===== src/source/demodPkg.sv =====
`default_nettype none

package demodPkg;

    // I and Q width at the demodulator input
    localparam int sampleWidth = 18;

    typedef logic signed [sampleWidth-1:0] sampleT;

    // One complex sample as stored in the frame store
    typedef struct packed {
        sampleT re;     // Real part in the upper half
        sampleT im;
    } iqWordT;

    // Signed timing offset from the trellis, added to the read address
    typedef logic signed [3:0] offsetT;

endpackage

`default_nettype wire


===== src/source/framePkg.sv =====
`default_nettype none

package framePkg;

    // Frame store depth is 2**addrWidth samples
    localparam int addrWidth = 15;

    // Reads stay this many samples behind the write pointer
    localparam int readMargin = 5;

    // Trellis step pacing in clocks
    localparam int clksFast = 2;
    localparam int clksSlow = 4;

    // Interpolate flag on every pairsPerInterp-th pair
    localparam int pairsPerInterp = 4;

endpackage

`default_nettype wire


===== src/source/sampleIngress.sv =====
`default_nettype none

module sampleIngress (
    input  logic                            clk,
    input  logic                            reset,
    input  logic                            inReq,
    input  logic                            inSof,
    input  demodPkg::sampleT                inReal,
    input  demodPkg::sampleT                inImag,
    output logic                            inAck,
    output logic                            wrEn,
    output logic [framePkg::addrWidth-1:0]  wrAddr,
    output demodPkg::iqWordT                wrData,
    output logic                            frameStart
);

    logic take;    // New request seen while not yet acked

    assign take = inReq && !inAck;

    // Receive side of the four-phase handshake
    always_ff @(posedge clk) begin
        if (reset) begin
            inAck <= 1'b0;
        end else if (take) begin
            inAck <= 1'b1;      // Ack on the edge after the sample is taken
        end else if (!inReq) begin
            inAck <= 1'b0;      // Release once the source drops its request
        end
    end

    // Write strobe, address counter and frame flag
    always_ff @(posedge clk) begin
        if (reset) begin
            wrEn       <= 1'b0;
            wrAddr     <= '0;
            frameStart <= 1'b0;
        end else begin
            wrEn       <= take;             // Single pulse that rises with inAck
            frameStart <= take && inSof;
            if (take) begin
                if (inSof) begin
                    wrAddr <= '0;           // Every frame is stored from address zero
                end else begin
                    wrAddr <= wrAddr + 1'b1;
                end
            end
        end
    end

    // Packed I/Q word, real on top
    always_ff @(posedge clk) begin
        if (take) begin
            wrData <= '{re: inReal, im: inImag};
        end
    end

endmodule

`default_nettype wire


===== config.mk =====
export PLATFORM = sky130hd
export DESIGN_NAME = sampleIngress
export DESIGN_NICKNAME = d
export VERILOG_FILES = /design/src/source/demodPkg.sv /design/src/source/framePkg.sv /design/src/source/sampleIngress.sv
export SDC_FILE = /design/constraint.sdc
export NUM_CORES = 1
export LEC_CHECK = 0
export BUFFER_PORTS_ARGS = -buffer_cell sky130_fd_sc_hd__buf_4
export CELL_PAD_IN_SITES_DETAIL_PLACEMENT = 1
export CELL_PAD_IN_SITES_GLOBAL_PLACEMENT = 2
export CORE_MARGIN = 1
export CORE_UTILIZATION = 28
export CTS_BUF_LIST = sky130_fd_sc_hd__clkbuf_16
export CTS_CLUSTER_DIAMETER = 80
export CTS_CLUSTER_SIZE = 25
export DETAILED_ROUTE_END_ITERATION = 10
export PLACE_DENSITY_LB_ADDON = 0.1
export SLEW_MARGIN = 0
export SYNTH_ARGS = -nofsm -noshare
export SYNTH_HDL_FRONTEND = slang
export SYNTH_SLANG_ARGS = --single-unit

===== constraint.sdc =====
create_clock -name clk -period 2.2 [get_ports clk]
set_clock_uncertainty 0.15 [all_clocks]
set_input_delay 0.44 -clock clk [delete_from_list [all_inputs] [get_ports clk]]
set_output_delay 0.44 -clock clk [all_outputs]
set_load 0.01 [all_outputs]

# Word-level counts from Yosys, hierarchy flattened
# Index checks and enable logic that the tools add are counted.
# totals
ff_bits	54
inputBits	40
# op_classes
n_addsub	1
eq_ne	1
mux	3
n_reduce_logical	3
# ops
cell	n
$add A15 B1 Y15 const B	1
$mux W15	1
$logic_and A1 B1 Y1	2
$mux W1	2
$ne A2 B1 Y1 const B	1
$logic_not A1 Y1	1

# Depth between registers and ports, before layout
# logic_depth
depth_word	3
ltp_mapped	4

# Worst setup path before layout
# OpenSTA, ideal clock, no wires.
# synth_timing
path_type	reg2reg
start	register inAck
end	register wrData[0] (netlist bit) (enable)
arrival_time_ns	1.296
required_time_ns	1.657
slack_ns	0.361
path_stages_with_launch	3
synth_period_minus_slack_ns	1.839
cell_sequence	dfxtp_1 > nand2b_1 > inv_1
# synth_via
elab_chain_cells	2
# synth_lines
item	line_no	source
start, declared	sampleIngress.sv:10	output logic inAck,
start signal, assigned	sampleIngress.sv:24	inAck <= 1'b0;
start signal, assigned	sampleIngress.sv:26	inAck <= 1'b1;
start signal, assigned	sampleIngress.sv:28	inAck <= 1'b0;
$logic_not A1 Y1	sampleIngress.sv:19	assign take = inReq && !inAck;
$logic_and A1 B1 Y1	sampleIngress.sv:19	
via take	sampleIngress.sv:17	logic take;
end signal, assigned	sampleIngress.sv:54	wrData <= '{re: inReal, im: inImag};
end, declared	sampleIngress.sv:13	output demodPkg::iqWordT wrData,
# The timed path passes the listed nets, and every way through them passes these cells.
# A chain may end at the register's enable or synchronous reset.

# Worst setup path after layout
# layout_timing
start	register wrAddr[0] (netlist bit)
end	register wrAddr[8] (netlist bit)
# layout_via
elab_chain_cells	2
# layout_lines
item	line_no	source
start, declared	sampleIngress.sv:12	output logic [framePkg::addrWidth-1:0] wrAddr,
start signal, assigned	sampleIngress.sv:45	wrAddr <= wrAddr + 1'b1;
$add A15 B1 Y15	sampleIngress.sv:45	
$mux W15	sampleIngress.sv:42	if (inSof) begin
# No other way between the ends.

==> impl_metrics.json <==
{
  "start_kind": "register",
  "hpwl_microns": 3740,
  "synth_area_sq_um": 1940,
  "startpoint": "wrAddr[0]",
  "antenna_left": 0,
  "min_period_ns": 1.82,
  "outcome": "completed",
  "endpoint_kind": "register",
  "p_per_area_nw_per_um2": 753,
  "fill_cells": 693,
  "grtUsageTotal_pct": 13.6,
  "h-tree-depth": 2,
  "die_h_microns": 85.2,
  "cp_slowest_stage_delay_ns": 0.49,
  "cts_num_sinks": 54,
  "crit_family": "simple AND/OR/NAND/NOR gates",
  "ys_warn_count": 0,
  "dr.pass1.iters": 4,
  "viasPerCell": 4.73,
  "cts_resized": 0,
  "nets": 272,
  "worstPathRequired_ns": 2.26,
  "clk_latency_ns": 0.28,
  "crit_fanout": 8,
  "num_antenna_cells": 0,
  "gp_congestion": 0.796,
  "fmax_ghz": 0.550,
  "cts.root.buffer_cell": "clkbuf_16",
  "cp_slowest_cell": "or4_1",
  "drive_gt1_share_pct": 46.1,
  "synthTopCellsByArea": "edfxtp_1, dfxtp_1, nand3b_1",
  "numCtsBuffers": 5,
  "seq_area_frac_synth_pct": 74.4,
  "criticalPathCategory": "reg2reg",
  "grt_overflow": 0,
  "drt_wl_total_microns": 4900,
  "post_cts_buffers": 0,
  "synth_fp_nets": 171,
  "rsz0062_at_grt": "no",
  "crit_buf_inv": 0,
  "fin_crit_sh_pct": 82.7,
  "cap_violations": 0,
  "vdd_ir_drop_max_uv": 294,
  "synth-seq-cells": 54,
  "slew_headroom_pct": 67.9,
  "clkTransAtPathRegs_ns": 0.07,
  "area_growth_pct": 51.0,
  "wl_per_cell_microns": 15.9,
  "synth_top_area_share_pct": 55.8,
  "grt_pass1_wl_microns": 7640,
  "hold_class": "in2reg",
  "hold_buffers": 0,
  "setup_tns_ns": 0,
  "drv_slew": 0,
  "hold_start": "inReal[16]",
  "io_pins": 94,
  "grt_pass1_vias": 1505,
  "r2r_start": "wrAddr[0]",
  "core_sq_um": 6490,
  "netlist_instances": 130,
  "leakagePower_uw": 0.00117,
  "ys_types": 28,
  "setup_violations": 0,
  "critPathArrivalTime_ns": 1.88,
  "tritoncts": "built",
  "grt_max_degree": 37,
  "start_util_pct": 29.8,
  "synth_top_cell_by_area": "edfxtp_1",
  "io_buffers": 93,
  "die_x_microns": 85.2,
  "vias": 1463,
  "rows": 29,
  "worstPathCellList": "ha_1, nand4b_1, or4_1, a21oi_1",
  "syn_area_per_cell_sq_um": 14.9,
  "fp.dieArea_sq_um": 7250,
  "hold_violations": 0,
  "drc": 0,
  "drt-initial-drc-count": 50,
  "max_slew.worst_pin.slew_ns": 0.478,
  "antenna_found_initial": 0,
  "cts_max_path_buffers": 2,
  "power_uw": 2200
}
## per-stage QoR
step / utilization (%) / std cells / setup slack, ns / instance area, sq um / hold WS, ns
6_report: 45.0 / 309 / 0.381 / 2930 / 0.177
3_3_place_gp: 42.5 / 301 / 0.475 / 2760 / 0.313
5_1_grt: 45.0 / 309 / 0.264 / 2930 / 0.167
4_1_cts: 45.0 / 309 / 0.367 / 2930 / 0.171
3_5_place_dp: 42.5 / 301 / 0.383 / 2760 / 0.330
2_1_floorplan: - / 130 / 0.361 / 1940 / 0.348
## path summary, 6_finish.rpt
path                 to  slack, ns  cells after the start
max           wrAddr[8]       0.38                      4
min          wrData[34]       0.18                      1
max reg2reg   wrAddr[8]       0.38                      4
min reg2reg  wrAddr[14]       0.34                      2
## per-layer routing
layer	global-route usage [%]	vias up	wire length [microns]
li1	-	704	-
met1	15.7	702	1990
met2	24.9	55	2590
met3	3.21	2	300
met4	4.31	0	24
met5	0	-	0
## worst register-to-register path: stages, from the launching register on
cell and delay (ns):
dfxtp_1 0.44, ha_1 0.24, nand4b_1 0.29, or4_1 0.49, a21oi_1 0.14
## flip-flops by register name, indices dropped and copies added, names as in the netlist
name        flops
inAck           1
wrAddr         15
wrData         36
frameStart      1
wrEn            1
## cell type report
cell class	count	area [sq um]	area share, %
well taps	77	96.3	3.29
flip-flops and latches	54	1440	49.3
clock buffers	5	125	4.28
multi-input cells	69	469	16.0
clock inverters	3	41.3	1.41
repair buffers	96	733	25.1
inverters	5	18.8	0.642
## synth_stat cells
| cell type | instances |
|---|---|
| xor2_1 | 1 |
| nand3b_1 | 9 |
| and3_1 | 1 |
| nor2_1 | 3 |
| dfxtp_1 | 18 |
| or3_1 | 2 |
| xnor2_1 | 1 |
| a21oi_1 | 6 |
| mux2i_1 | 6 |
| nand2_1 | 5 |
| nor2b_1 | 1 |
| nand3_1 | 9 |
| or4_1 | 2 |
| nand4b_1 | 2 |
| clkbuf_1 | 1 |
| inv_1 | 5 |
| nand4_1 | 3 |
| or3_2 | 1 |
| nor4_1 | 6 |
| nand4_4 | 1 |
| o21ai_0 | 3 |
| or4_4 | 1 |
| o31ai_1 | 3 |
| buf_1 | 1 |
| a21oi_2 | 1 |
| nand2b_1 | 1 |
| edfxtp_1 | 36 |
| ha_1 | 1 |
## cells by family after synthesis
| kind of cell | after synthesis | synth area share (%) |
|---|---|---|
| buffers and inverters | 7 | 1.36 |
| DFF | 54 | 74.4 |
| and+or+nand+nor | 47 | 15.6 |
| adders and majority gates | 1 | 0.646 |
| xor gates and xnor gates | 2 | 0.905 |
| AOI/OAI and AO/OA | 13 | 3.94 |
| muxes | 6 | 3.10 |
## placed cells by master (no fill, tap or decap), drive strengths merged
cell / count
bufinv: 1
or3: 3
o31ai: 3
dfxtp: 18
nand4: 4
clkbuf: 5
edfxtp: 36
nor2: 3
mux2i: 6
nand3: 9
nand2b: 1
nor4: 6
a21oi: 7
ha: 1
buf: 96
clkinvlp: 1
xnor2: 1
o21ai: 3
nand4b: 2
nand2: 5
nand3b: 9
or4: 3
inv: 6
xor2: 1
and3: 1
nor2b: 1
## power breakdown
group / switching [uW] / internal (uW) / leakage (uW)
Clock: 338 / 533 / 0.0000812
Combinational: 82.2 / 106 / 0.000595
Sequential: 14.9 / 1130 / 0.000491
Total: 435 / 1770 / 0.00117
Note: power is estimated with default switching activity, not from simulation.
